===== src/hw/conv_data_pkg.sv =====
// Convolution datapath package with sample, weight, accumulator and position types
package conv_data_pkg;

    // --------------------
    // Widths
    // --------------------
    parameter int DATA_W = 16;  // Samples and weights
    parameter int ACC_W  = 40;  // Room for 8 full products plus bias

    // --------------------
    // Value types
    // --------------------
    typedef logic signed [DATA_W-1:0] sample_t;  // Input sample
    typedef logic signed [DATA_W-1:0] weight_t;  // Kernel tap
    typedef logic signed [ACC_W-1:0]  acc_t;     // Running sum and result

    // Sample position, negative in the left pad and past length in the right pad
    typedef logic signed [8:0] pos_t;

    // One write into either buffer
    typedef struct packed {
        logic       en;    // Write strobe
        logic [7:0] addr;  // Sample index or tap number
        sample_t    data;  // Weights share the sample width
    } buf_wr_t;

endpackage


===== src/hw/conv_ctrl_pkg.sv =====
// Convolution control package with the job configuration and sequencer states
package conv_ctrl_pkg;

    // --------------------
    // Job configuration
    // --------------------
    typedef struct packed {
        logic [6:0]          length;       // 1..64 samples
        logic [3:0]          kernel_size;  // 1..8 taps
        logic [1:0]          stride;       // 1..3
        logic [1:0]          padding;      // 0..3 zeros on each side
        conv_data_pkg::acc_t bias;         // Seed of every output
    } conv_cfg_t;

    // --------------------
    // Sequencer states
    // --------------------
    typedef enum logic [2:0] {
        IDLE,   // Waiting for start, buffers writable
        CLEAR,  // Load bias into the accumulator
        ACCUM,  // One tap read per cycle
        DRAIN,  // Last read datum lands in the accumulator
        HOLD    // Result offered until taken
    } ctrl_state_t;

endpackage


===== src/hw/ifmap_buffer.sv =====
// Input sample buffer with a write port and a zero-padded registered read
`timescale 1ns/1ps

module ifmap_buffer #(
    parameter int MAX_LEN = 64
) (
    input  logic                   clk,
    input  logic                   rst,
    input  conv_data_pkg::buf_wr_t wr,
    input  logic                   wr_allow,   // Low while a job runs
    input  logic [6:0]             length,     // From the latched config
    input  conv_data_pkg::pos_t    rd_pos,
    output conv_data_pkg::sample_t rd_sample
);
    import conv_data_pkg::*;

    localparam int AW = $clog2(MAX_LEN);

    sample_t mem [MAX_LEN];
    logic    wr_ok;
    logic    in_range;

    // --------------------
    // Write side
    // --------------------
    // Addresses past the depth would alias, so they are dropped
    assign wr_ok = wr.en && wr_allow && (wr.addr < 8'(MAX_LEN));

    always_ff @(posedge clk) begin
        if (wr_ok) begin
            mem[wr.addr[AW-1:0]] <= wr.data;
        end
    end

    // --------------------
    // Read side
    // --------------------
    // Anything left of 0 or at/after length is padding
    assign in_range = (rd_pos >= 0) && (rd_pos < pos_t'(length));

    always_ff @(posedge clk) begin
        if (!rst) begin
            rd_sample <= '0;
        end else if (in_range) begin
            rd_sample <= mem[rd_pos[AW-1:0]];  // Stored sample
        end else begin
            rd_sample <= '0;                   // Pad value
        end
    end

endmodule


===== src/hw/weight_buffer.sv =====
// Kernel weight buffer with a write port and a registered tap read
`timescale 1ns/1ps

module weight_buffer #(
    parameter int MAX_KERNEL = 8
) (
    input  logic                   clk,
    input  conv_data_pkg::buf_wr_t wr,
    input  logic                   wr_allow,  // Low while a job runs
    input  logic [2:0]             rd_tap,
    output conv_data_pkg::weight_t rd_weight
);
    import conv_data_pkg::*;

    localparam int TW = $clog2(MAX_KERNEL);

    weight_t mem [MAX_KERNEL];

    // Only the low address bits pick the tap
    always_ff @(posedge clk) begin
        if (wr.en && wr_allow) begin
            mem[wr.addr[TW-1:0]] <= wr.data;
        end
    end

    // One cycle read latency, same as the sample side
    always_ff @(posedge clk) begin
        rd_weight <= mem[rd_tap];
    end

endmodule


===== src/hw/mac_unit.sv =====
// Multiply-accumulate stage that starts each window from the bias
`timescale 1ns/1ps

module mac_unit (
    input  logic                   clk,
    input  logic                   rst,
    input  logic                   acc_clear,  // Start of a window
    input  logic                   acc_en,     // Buffer data valid this cycle
    input  conv_data_pkg::acc_t    bias,
    input  conv_data_pkg::sample_t sample,
    input  conv_data_pkg::weight_t weight,
    output conv_data_pkg::acc_t    acc
);
    import conv_data_pkg::*;

    logic signed [2*DATA_W-1:0] product;

    // Full-width signed product, no rounding
    assign product = sample * weight;

    // --------------------
    // Accumulator
    // --------------------
    always_ff @(posedge clk) begin
        if (!rst) begin
            acc <= '0;
        end else if (acc_clear) begin
            acc <= bias;                    // Seed for the new window
        end else if (acc_en) begin
            acc <= acc + acc_t'(product);   // Sign-extended add
        end
        // Otherwise hold, keeps the offered result steady
    end

endmodule


===== src/hw/conv_ctrl.sv =====
// Convolution sequencer that steps windows and taps and drives the result handshake
`timescale 1ns/1ps

module conv_ctrl #(
    parameter int MAX_LEN    = 64,
    parameter int MAX_KERNEL = 8
) (
    input  logic                     clk,
    input  logic                     rst,
    input  logic                     start,
    input  conv_ctrl_pkg::conv_cfg_t cfg_in,
    output conv_ctrl_pkg::conv_cfg_t cfg,        // Latched at start
    output conv_data_pkg::pos_t      rd_pos,
    output logic [2:0]               rd_tap,
    output logic                     acc_clear,
    output logic                     acc_en,
    output logic                     res_valid,
    output logic                     res_last,
    input  logic                     res_ready,
    output logic                     busy,
    output logic                     done
);
    import conv_data_pkg::*;
    import conv_ctrl_pkg::*;

    // Window indices and bases stay below length plus the kernel reach
    localparam int CW = $clog2(MAX_LEN + MAX_KERNEL);

    typedef logic [CW-1:0] win_t;

    ctrl_state_t state;
    win_t        base;      // First position of the window, before padding
    win_t        out_idx;   // Current window number
    win_t        out_last;  // Number of the final window
    logic [2:0]  tap;
    logic [7:0]  span;      // length + 2*padding - kernel_size
    logic        last_tap;
    logic        last_win;

    // --------------------
    // Job setup
    // --------------------
    assign span = 8'(cfg_in.length) + 8'({cfg_in.padding, 1'b0}) - 8'(cfg_in.kernel_size);

    // Config and window count taken once per job
    always_ff @(posedge clk) begin
        if (state == IDLE && start) begin
            cfg      <= cfg_in;
            out_last <= win_t'(span / 8'(cfg_in.stride));  // Floor division
        end
    end

    assign last_tap = ({1'b0, tap} == cfg.kernel_size - 4'd1);
    assign last_win = (out_idx == out_last);

    // --------------------
    // Sequencer
    // --------------------
    always_ff @(posedge clk) begin
        if (!rst) begin
            state   <= IDLE;
            tap     <= '0;
            base    <= '0;
            out_idx <= '0;
            acc_en  <= 1'b0;
            done    <= 1'b0;
        end else begin
            acc_en <= (state == ACCUM);  // Read strobe delayed by buffer latency
            done   <= 1'b0;
            case (state)
                IDLE: begin
                    if (start) begin
                        base    <= '0;
                        out_idx <= '0;
                        state   <= CLEAR;
                    end
                end
                CLEAR: begin
                    tap   <= '0;
                    state <= ACCUM;
                end
                ACCUM: begin
                    if (last_tap) begin
                        state <= DRAIN;
                    end else begin
                        tap <= tap + 3'd1;
                    end
                end
                DRAIN: state <= HOLD;  // Final product goes in here
                HOLD: begin
                    if (res_ready) begin
                        if (last_win) begin
                            state <= IDLE;
                            done  <= 1'b1;  // Same cycle busy drops
                        end else begin
                            base    <= base + win_t'(cfg.stride);
                            out_idx <= out_idx + win_t'(1);
                            state   <= CLEAR;
                        end
                    end
                end
                default: state <= IDLE;
            endcase
        end
    end

    // --------------------
    // Outputs
    // --------------------
    // Position may go negative in the left pad
    assign rd_pos    = pos_t'(base) + pos_t'(tap) - pos_t'(cfg.padding);
    assign rd_tap    = tap;
    assign acc_clear = (state == CLEAR);
    assign res_valid = (state == HOLD);
    assign res_last  = res_valid && last_win;
    assign busy      = (state != IDLE);

endmodule


===== src/hw/conv1d_top.sv =====
// Single-lane 1D convolution engine top with buffers, MAC and sequencer
`timescale 1ns/1ps

module conv1d_top #(
    parameter int MAX_LEN    = 64,
    parameter int MAX_KERNEL = 8
) (
    input  logic                     clk,
    input  logic                     rst,
    input  conv_data_pkg::buf_wr_t   sample_wr,
    input  conv_data_pkg::buf_wr_t   weight_wr,
    input  logic                     start,
    input  conv_ctrl_pkg::conv_cfg_t cfg,
    output logic                     res_valid,
    input  logic                     res_ready,
    output conv_data_pkg::acc_t      res_data,
    output logic                     res_last,
    output logic                     busy,
    output logic                     done
);
    import conv_data_pkg::*;
    import conv_ctrl_pkg::*;

    conv_cfg_t cfg_latched;  // Config of the running job
    pos_t      rd_pos;
    logic [2:0] rd_tap;
    logic      acc_clear;
    logic      acc_en;
    logic      wr_allow;
    sample_t   rd_sample;
    weight_t   rd_weight;

    assign wr_allow = ~busy;  // Buffers frozen during a job

    // --------------------
    // Sequencer
    // --------------------
    conv_ctrl #(
        .MAX_LEN    (MAX_LEN),
        .MAX_KERNEL (MAX_KERNEL)
    ) conv_ctrl_inst (
        .clk       (clk),
        .rst       (rst),
        .start     (start),
        .cfg_in    (cfg),
        .cfg       (cfg_latched),
        .rd_pos    (rd_pos),
        .rd_tap    (rd_tap),
        .acc_clear (acc_clear),
        .acc_en    (acc_en),
        .res_valid (res_valid),
        .res_last  (res_last),
        .res_ready (res_ready),
        .busy      (busy),
        .done      (done)
    );

    // --------------------
    // Datapath
    // --------------------
    ifmap_buffer #(
        .MAX_LEN (MAX_LEN)
    ) ifmap_buffer_inst (
        .clk       (clk),
        .rst       (rst),
        .wr        (sample_wr),
        .wr_allow  (wr_allow),
        .length    (cfg_latched.length),
        .rd_pos    (rd_pos),
        .rd_sample (rd_sample)
    );

    weight_buffer #(
        .MAX_KERNEL (MAX_KERNEL)
    ) weight_buffer_inst (
        .clk       (clk),
        .wr        (weight_wr),
        .wr_allow  (wr_allow),
        .rd_tap    (rd_tap),
        .rd_weight (rd_weight)
    );

    mac_unit mac_unit_inst (
        .clk       (clk),
        .rst       (rst),
        .acc_clear (acc_clear),
        .acc_en    (acc_en),
        .bias      (cfg_latched.bias),
        .sample    (rd_sample),
        .weight    (rd_weight),
        .acc       (res_data)   // Held while stalled
    );

endmodule


===== config.mk =====
export PLATFORM = sky130hd
export DESIGN_NAME = conv1d_top
export DESIGN_NICKNAME = d
export VERILOG_FILES = /design/src/hw/conv_data_pkg.sv /design/src/hw/conv_ctrl_pkg.sv /design/src/hw/ifmap_buffer.sv /design/src/hw/weight_buffer.sv /design/src/hw/mac_unit.sv /design/src/hw/conv_ctrl.sv /design/src/hw/conv1d_top.sv
export SDC_FILE = /design/constraint.sdc
export NUM_CORES = 2
export LEC_CHECK = 0
export ABC_AREA = 1
export BUFFER_PORTS_ARGS = -buffer_cell sky130_fd_sc_hd__buf_2
export CORE_MARGIN = 1
export CORE_UTILIZATION = 45
export CTS_CLUSTER_DIAMETER = 50
export DETAILED_ROUTE_END_ITERATION = 10
export PLACE_DENSITY = 0.71
export SYNTH_ARGS = -nofsm -noshare
export SYNTH_HDL_FRONTEND = slang
export SYNTH_SLANG_ARGS = --single-unit

===== constraint.sdc =====
create_clock -name clk -period 31.3 [get_ports clk]
set_input_delay 3.13 -clock clk [delete_from_list [all_inputs] [get_ports clk]]
set_output_delay 3.13 -clock clk [all_outputs]
set_load 0.02 [all_outputs]

# Word-level counts from Yosys, hierarchy flattened
# Memory sizes are Yosys's and may differ from the RTL's. A register that Yosys moved wholly into a read port is not among the register bits.
# Cells that the tools add are included.
[totals] register_bits=124 ram_bits=1152 inputBits=109 wordCells=79 mem_count=2
[memory_table] name="ifmap_buffer_inst.mem" words=64 width=16 rd=1 rd_clocked_by_memory_dff=1 write_ports=1 line_no="ifmap_buffer.sv:19" source="sample_t mem [MAX_LEN];"
[memory_table] name="weight_buffer_inst.mem" words=8 width=16 rd=1 rd_clocked_by_memory_dff=1 write_ports=1 line_no="weight_buffer.sv:17" source="weight_t mem [MAX_KERNEL];"
[classes] addsub=9 n_mul=1 n_div=1 magnitude_cmp=3 n_eq_ne=11 muxes=21 bitwise=1 reduce_logical=17
[op_table] op="40-bit 2-to-1 mux" n=2
[op_table] op="40-bit by 32-bit adder with 40-bit output" n=1
[op_table] op="7-bit 2-to-1 mux" n=5
[op_table] op="16-bit by 16-bit multiplier with 32-bit output" n=1
[op_table] op="7-bit one-hot mux with 2 select lines" n=2
[op_table] op="7-bit by 3-bit adder with 8-bit output" n=2
[op_table] op="3-bit one-hot mux with 5 select lines" n=1
[op_table] op="3-bit 2-to-1 mux" n=4
[op_table] op="9-bit by 1-bit greater-or-equal comparator with 1-bit output, second input constant" n=1
[op_table] op="9-bit by 8-bit less-than comparator with 1-bit output" n=1
[op_table] op="8-bit by 2-bit subtractor with 9-bit output" n=1
[op_table] op="8-bit by 2-bit divider with 8-bit output" n=1
[op_table] op="8-bit by 7-bit less-than comparator with 1-bit output, second input constant" n=1
[op_table] op="2-bit != test, second input constant" n=4
[op_table] op="8-bit by 4-bit subtractor with 8-bit output" n=1
[op_table] op="7-bit by 1-bit adder with 7-bit output, second input constant" n=1
[op_table] op="7-bit by 2-bit adder with 7-bit output" n=1
[op_table] op="7-bit equality test" n=1
[op_table] op="3-bit by 2-bit equality test with 1-bit output, second input constant" n=2
[op_table] op="1-bit logical AND" n=6
[op_table] op="1-bit 2-to-1 mux" n=6
[op_table] op="3-bit one-hot mux with 2 select lines" n=1
[op_table] op="3-bit AND reduction" n=2
[op_table] op="2-bit nonzero test" n=3
[op_table] op="other kinds (12)" n=13

# Depth between registers and ports, before layout
[depth] ltp_word=6 ltp_mapped=66 depth_no_buf=66

# Cells and area by module
# A second synthesis with hierarchy kept.
[unflattened] cells_unflattened=6668 hier_area_um2=68166.6
[modules_own_cells] mod="ifmap_buffer" instances=1 cells_each=3574 area_per_inst_um2=42149.2
[modules_own_cells] mod="mac_unit" instances=1 cells_each=2034 area_per_inst_um2=15351.0
[modules_own_cells] mod="weight_buffer" instances=1 cells_each=586 area_per_inst_um2=5990.7
[modules_own_cells] mod="conv_ctrl" instances=1 cells_each=473 area_per_inst_um2=4672.0
[modules_own_cells] mod="conv1d_top" instances=1 cells_each=1 area_per_inst_um2=3.8

# Least setup slack after synthesis
# No wires, ideal clock.
[synth_timing] kind="input-to-reg" startpoint="input cfg[45] in the netlist's numbering" endpoint="register conv_ctrl_inst.out_last[0] (data pin)" setup_time_ns=0.254 t_arrival_ns=11.744 setup_slack_ns=19.302 stages=59 path_buffers=0 cell_sequence="inv_1 -> fa_1 -> ha_1 -> inv_1 -> fa_1 -> inv_1 -> nand2_1 -> nand4_1 -> nand2_1 -> ha_1 -> nand2_1 -> nand2_2 -> inv_1 -> ha_1 -> inv_1 -> nor2_1 -> nor2_1 -> o21ai_0 -> [... 23 more ...] -> nor2_1 -> nand4_4 -> a21oi_1 -> ha_1 -> o21a_1 -> nor2_1 -> nand3_2 -> nor2_2 -> nand2_1 -> nor2_1 -> a21oi_1 -> ha_1 -> o21ai_0 -> nand3b_1 -> a21oi_1 -> nand3_1 -> nor2_1 -> nand2_1"
[synth_between] elab_chain_cells=2
[synth_rtl] element="start: declaration" line_no="conv1d_top.sv:13" source="input conv_ctrl_pkg::conv_cfg_t cfg,"
[synth_rtl] element="8-bit by 4-bit subtractor with 8-bit output" line_no="conv_ctrl.sv:43" source="assign span = 8'(cfg_in.length) + 8'({cfg_in.padding, 1'b0}) - 8'(cfg_in.kernel_size);"
[synth_rtl] element="8-bit by 2-bit divider with 8-bit output" line_no="conv_ctrl.sv:49" source="out_last <= win_t'(span / 8'(cfg_in.stride));"
[synth_rtl] element="end signal: assignment" line_no="conv_ctrl.sv:49"
[synth_rtl] element="end: declaration" line_no="conv_ctrl.sv:34" source="win_t out_last;"
# Every way passes these cells.
# A chain may end at the register's enable or synchronous reset.

# Worst setup path after layout
[layout_timing] startpoint="input cfg[40] in the netlist's numbering" endpoint="register conv_ctrl_inst.out_last[0] (data pin)"
[layout_between] elab_chain_cells=3
[layout_rtl] element="7-bit by 3-bit adder with 8-bit output" line_no="conv_ctrl.sv:43"
[layout_rtl] element="8-bit by 4-bit subtractor with 8-bit output" line_no="conv_ctrl.sv:43"
[layout_rtl] element="8-bit by 2-bit divider with 8-bit output" line_no="conv_ctrl.sv:49"
# Every way passes these cells.

==> impl_summary.txt <==
----------------------------------------------------
[Worst setup path]
  Kind of critical path ... input port to register
  R2R Path End ... mac_unit_inst.acc[29]
  Number of cells traversed by the worst register-to-register path ... 23
  Capturing element of the worst setup path ... conv_ctrl_inst.out_last[0]
  Reg-to-reg startpoint ... weight_buffer_inst.rd_weight[14]
  Start point of the critical path ... cfg[40]
  Endpoint type of the worst setup path ... register
  Worst reg2reg setup slack ... 23,740 ps
  Max FO, Critical Path ... 9
  Slowest cell on the critical path ... sky130_fd_sc_hd__fa_1
  Largest stage delay, worst path ... 550 ps
  Data arrival, critical path ... about 13,000 ps
  Startpoint class of the critical path ... input port
  Required time at the worst-slack endpoint ... roughly 32,000 ps

[Logic synthesis]
  Post-synthesis sequential element count ... 1,308
  Share of synthesized flip-flops with an asynchronous set or reset ... 0
  Synthesized netlist cell count ... roughly 5,100
  Post-synthesis cell type count ... 50
  Predominant post-synthesis flop cell ... sky130_fd_sc_hd__edfxtp_1
  Sequential area share after synthesis ... 0.5961
  Count of synthesis-stage warnings from yosys ... 0
  Net count after synthesis ... between 5,000 and 6,000
  Number of enable flip-flop cells after synthesis ... 1,214
  Synthesized area ... 64,320 µm²
  Average size of a mapped cell ... 12.58 µm²

[Floorplan]
  Floorplan die area ... 144,400 µm²
  I/O pins ... 153
  Height of the die ... 380.1 µm
  Placeable Area ... ~140,000 µm²
  Placement Rows ... 138
  Die extent in x ... 380.1 µm
  Initial Util ... 0.4537

[Route]
  Detailed Routing Iterations Pass 1 ... 6
  Final routed DRC violation total ... 0
  Per-cell routed wire length ... 21.00 µm
  Via count of the routed design ... approximately 41,000
  Number of DRC markers in iteration 0 ... 3,944
  Drt total wl ... between 150,000 and 200,000 µm
  Via-to-Cell Ratio ... roughly 5.6
  Antenna-violating nets left ... 0

[Run status]
  Status ... finished clean

[Cells and area]
  Layout Area Growth over Synthesis ... 11.34%
  Final #Nets ... between 5,000 and 6,000
  Proportion of layout cells with a drive suffix above 1 ... 0.09490
  Fill cell count ... between 10,000 and 15,000

[Clock tree]
  Post-CTS Setup Inserts ... 0
  Clock edge transition at the registers on the reported setup and hold paths ... 60 ps
  Clock tree from TritonCTS ... done
  Count of instances resized after the clock tree is built ... 0
  Clk sink count ... between 1,000 and 1,500
  Buffer levels on the longest clock path ... 3
  Maximum level of the CTS H-tree ... 4
  CTS root buffer ... sky130_fd_sc_hd__clkbuf_16
  Number of buffers created by CTS ... 134
  Later-pin clock latency in the skew report ... around 770 ps
  Quantity of hold-fixing buffers added after cts ... 0

[Timing]
  Sum of negative setup slack ... 0 ps
  Layout Skew ... 23.65 ps
  Slew HR ... 0.1575
  Final Hold Violating Endpoints ... 0
  Final number of max-transition violations ... 0
  Final worst setup slack ... 18,750 ps
  Achievable frequency ... 79.69 MHz
  Setup repair after global routing missed its margin ... no
  Final setup violation count ... 0
  Time the worst path needs with I/O delays and setup ... 12,550 ps
  Worst hold slack ... 496.1 ps
  Measured slew at the worst slew-check pin ... 1264 ps
  Share of the cycle needed by the critical path after routing ... 0.4009

[Place]
  Buffers on Ports ... 147
  Place WS ... 18,090 ps
  DP HPWL ... 94,200 µm
  Final GP Congestion ... 0.8833

[GRT]
  Initial antenna violation count ... 6
  Via count of the first global-routing pass ... between 40,000 and 50,000
  Pin count of the biggest net entering global routing ... 211
  Residual overflow from global routing ... 0
  Wire length of the first global-routing pass ... 236,000 µm
  All-Layer GR Usage ... 0.2100

[Run]
  Max-cap violations ... 0

[Min path]
  Path category of the worst min-delay check ... register to register

----------------------------------------------------
cells in the mapped netlist (3+ instances only):
cell                       number  area [µm²]
sky130_fd_sc_hd__edfxtp_1    1214       36450
sky130_fd_sc_hd__inv_1        520        1952
sky130_fd_sc_hd__nor2_1       519        1948
sky130_fd_sc_hd__nand2_1      454        1704
sky130_fd_sc_hd__o21ai_0      412        2062
sky130_fd_sc_hd__fa_1         336        6726
sky130_fd_sc_hd__o221ai_1     258        2260
sky130_fd_sc_hd__mux2i_1      256        2562
sky130_fd_sc_hd__clkbuf_1     252       945.9
sky130_fd_sc_hd__nand3_1      176       880.8
sky130_fd_sc_hd__ha_1         163        2039
sky130_fd_sc_hd__a21oi_1      134       670.6
sky130_fd_sc_hd__dfxtp_1       94        1882
sky130_fd_sc_hd__a31oi_1       59       369.1
sky130_fd_sc_hd__buf_1         32       120.1
sky130_fd_sc_hd__xnor2_1       25       219.0
sky130_fd_sc_hd__nor3_1        22       110.1
sky130_fd_sc_hd__xor2_1        22       192.7
sky130_fd_sc_hd__or2_2         19       118.9
sky130_fd_sc_hd__o21bai_1      17       127.6
sky130_fd_sc_hd__o211ai_1      16       120.1
sky130_fd_sc_hd__o22ai_1       16       100.1
sky130_fd_sc_hd__a32oi_1       15       131.4
sky130_fd_sc_hd__nand4_1       12       75.07
sky130_fd_sc_hd__nand2_2       10       62.56
sky130_fd_sc_hd__o21a_1         8       60.06
sky130_fd_sc_hd__a211oi_1       5       37.54
sky130_fd_sc_hd__nand3_2        5       50.05
sky130_fd_sc_hd__clkinv_1       4       15.01
sky130_fd_sc_hd__inv_2          4       15.01
sky130_fd_sc_hd__a21o_1         3       22.52
sky130_fd_sc_hd__nand2_4        3       33.78
sky130_fd_sc_hd__nor2_2         3       18.77
cells in the final DEF (no fill, tap or decap), types with 5 or more instances in the layout:
master,synthesis,routed
sky130_fd_sc_hd__edfxtp_1,1214,1214
sky130_fd_sc_hd__inv_1,520,519
sky130_fd_sc_hd__nor2_1,519,518
sky130_fd_sc_hd__nand2_1,454,452
sky130_fd_sc_hd__o21ai_0,412,412
sky130_fd_sc_hd__fa_1,336,335
sky130_fd_sc_hd__o221ai_1,258,258
sky130_fd_sc_hd__mux2i_1,256,256
sky130_fd_sc_hd__nand3_1,176,176
sky130_fd_sc_hd__ha_1,163,162
sky130_fd_sc_hd__buf_2,1,147
sky130_fd_sc_hd__clkbuf_16,0,136
sky130_fd_sc_hd__a21oi_1,134,134
sky130_fd_sc_hd__buf_4,0,108
sky130_fd_sc_hd__dfxtp_1,94,93
sky130_fd_sc_hd__a31oi_1,59,59
sky130_fd_sc_hd__clkbuf_1,252,32
sky130_fd_sc_hd__clkinv_1,4,30
sky130_fd_sc_hd__xnor2_1,25,25
sky130_fd_sc_hd__nor3_1,22,20
sky130_fd_sc_hd__or2_2,19,19
sky130_fd_sc_hd__xor2_1,22,19
sky130_fd_sc_hd__o21bai_1,17,17
sky130_fd_sc_hd__o22ai_1,16,16
sky130_fd_sc_hd__o211ai_1,16,16
sky130_fd_sc_hd__a32oi_1,15,15
sky130_fd_sc_hd__clkinv_2,0,15
sky130_fd_sc_hd__nand2_2,10,12
sky130_fd_sc_hd__nand4_1,12,12
sky130_fd_sc_hd__o21a_1,8,8
sky130_fd_sc_hd__clkinv_8,0,8
sky130_fd_sc_hd__inv_6,0,7
sky130_fd_sc_hd__nand3_2,5,5
sky130_fd_sc_hd__a211oi_1,5,5
sky130_fd_sc_hd__bufinv_16,0,5
stage by stage:
stage | cell area [µm²] | cells | utilization
after detailed placement | 67350 | 6977 | 0.4751
final | 71610 | 7226 | 0.5052
after global routing | 71600 | 7222 | 0.5051
after floorplan | 64320 | 5113 | -
after CTS | 71600 | 7222 | 0.5051
after global placement | 67350 | 6977 | 0.4751
registers in the layout, summed over array words and instances, names as in the netlist:
register and cells:
ifmap_buffer_inst.rd_sample 16, conv_ctrl_inst.done 1, conv_ctrl_inst.acc_en 1, conv_ctrl_inst.rd_tap 3, conv_ctrl_inst.out_last 7, conv_ctrl_inst.base 7
weight_buffer_inst.mem 128, mac_unit_inst.acc 40, weight_buffer_inst.rd_weight 16, ifmap_buffer_inst.mem 1024, conv_ctrl_inst.cfg 55, conv_ctrl_inst.out_idx 7
conv_ctrl_inst.state 3
logic make-up after synthesis:
group / after synthesis / synth area share
compound gates: 957 / 0.09447
xor+xnor: 47 / 0.006400
fa+ha+maj: 499 / 0.1363
buf+inv: 813 / 0.04747
flops: 1308 / 0.5961
mux: 256 / 0.03984
simple gates: 1233 / 0.07947
critical path: cells and delay by family:
| kind | cells | cell delay [ps] |
|---|---|---|
| fa+ha+maj | 11 | 3490 |
| simple gates | 27 | 3790 |
| buf+inv | 9 | 740 |
| compound gates | 12 | 1900 |
how the worst min path moves through the flow:
stage,startpoint,endpoint,depth (start not counted)
2_1_floorplan,conv_ctrl_inst.state[1],conv_ctrl_inst.state[2],2
3_3_place_gp,conv_ctrl_inst.state[1],conv_ctrl_inst.state[2],2
3_5_place_dp,conv_ctrl_inst.state[1],conv_ctrl_inst.state[2],2
4_1_cts,conv_ctrl_inst.state[1],conv_ctrl_inst.state[2],2
5_1_grt,conv_ctrl_inst.state[1],conv_ctrl_inst.state[2],2
6_report,conv_ctrl_inst.state[1],conv_ctrl_inst.state[2],2
layer usage:
layer / wire length, µm / vias to the layer above / global-route usage / share of wire
met2: 73820 / 1571 / 0.3480 / 0.49
met3: 11210 / 280 / 0.03171 / 0.074
met1: 61560 / 20342 / 0.2787 / 0.41
li1: - / 18452 / - / -
met4: 5097 / 4 / 0.08132 / 0.034
met5: 26 / - / 0 / 0.00017
cell type report:
class                           instances  area, µm²  share of cell area
Antenna cell                            4      10.01           0.0001398
Clock buffer                          172       3578             0.04997
Clock inverter                         73      673.1            0.009400
Inverter                              528       1992             0.02782
Multi-Input combinational cell       2992      23030              0.3216
Sequential cell                      1308      38340              0.5354
Tap cell                             1890       2365             0.03302
Timing Repair Buffer                  259       1627             0.02271
Power is left out: the tool's default activity adds up to more than one toggle a clock period on the data nets, which glitch-free logic cannot reach.
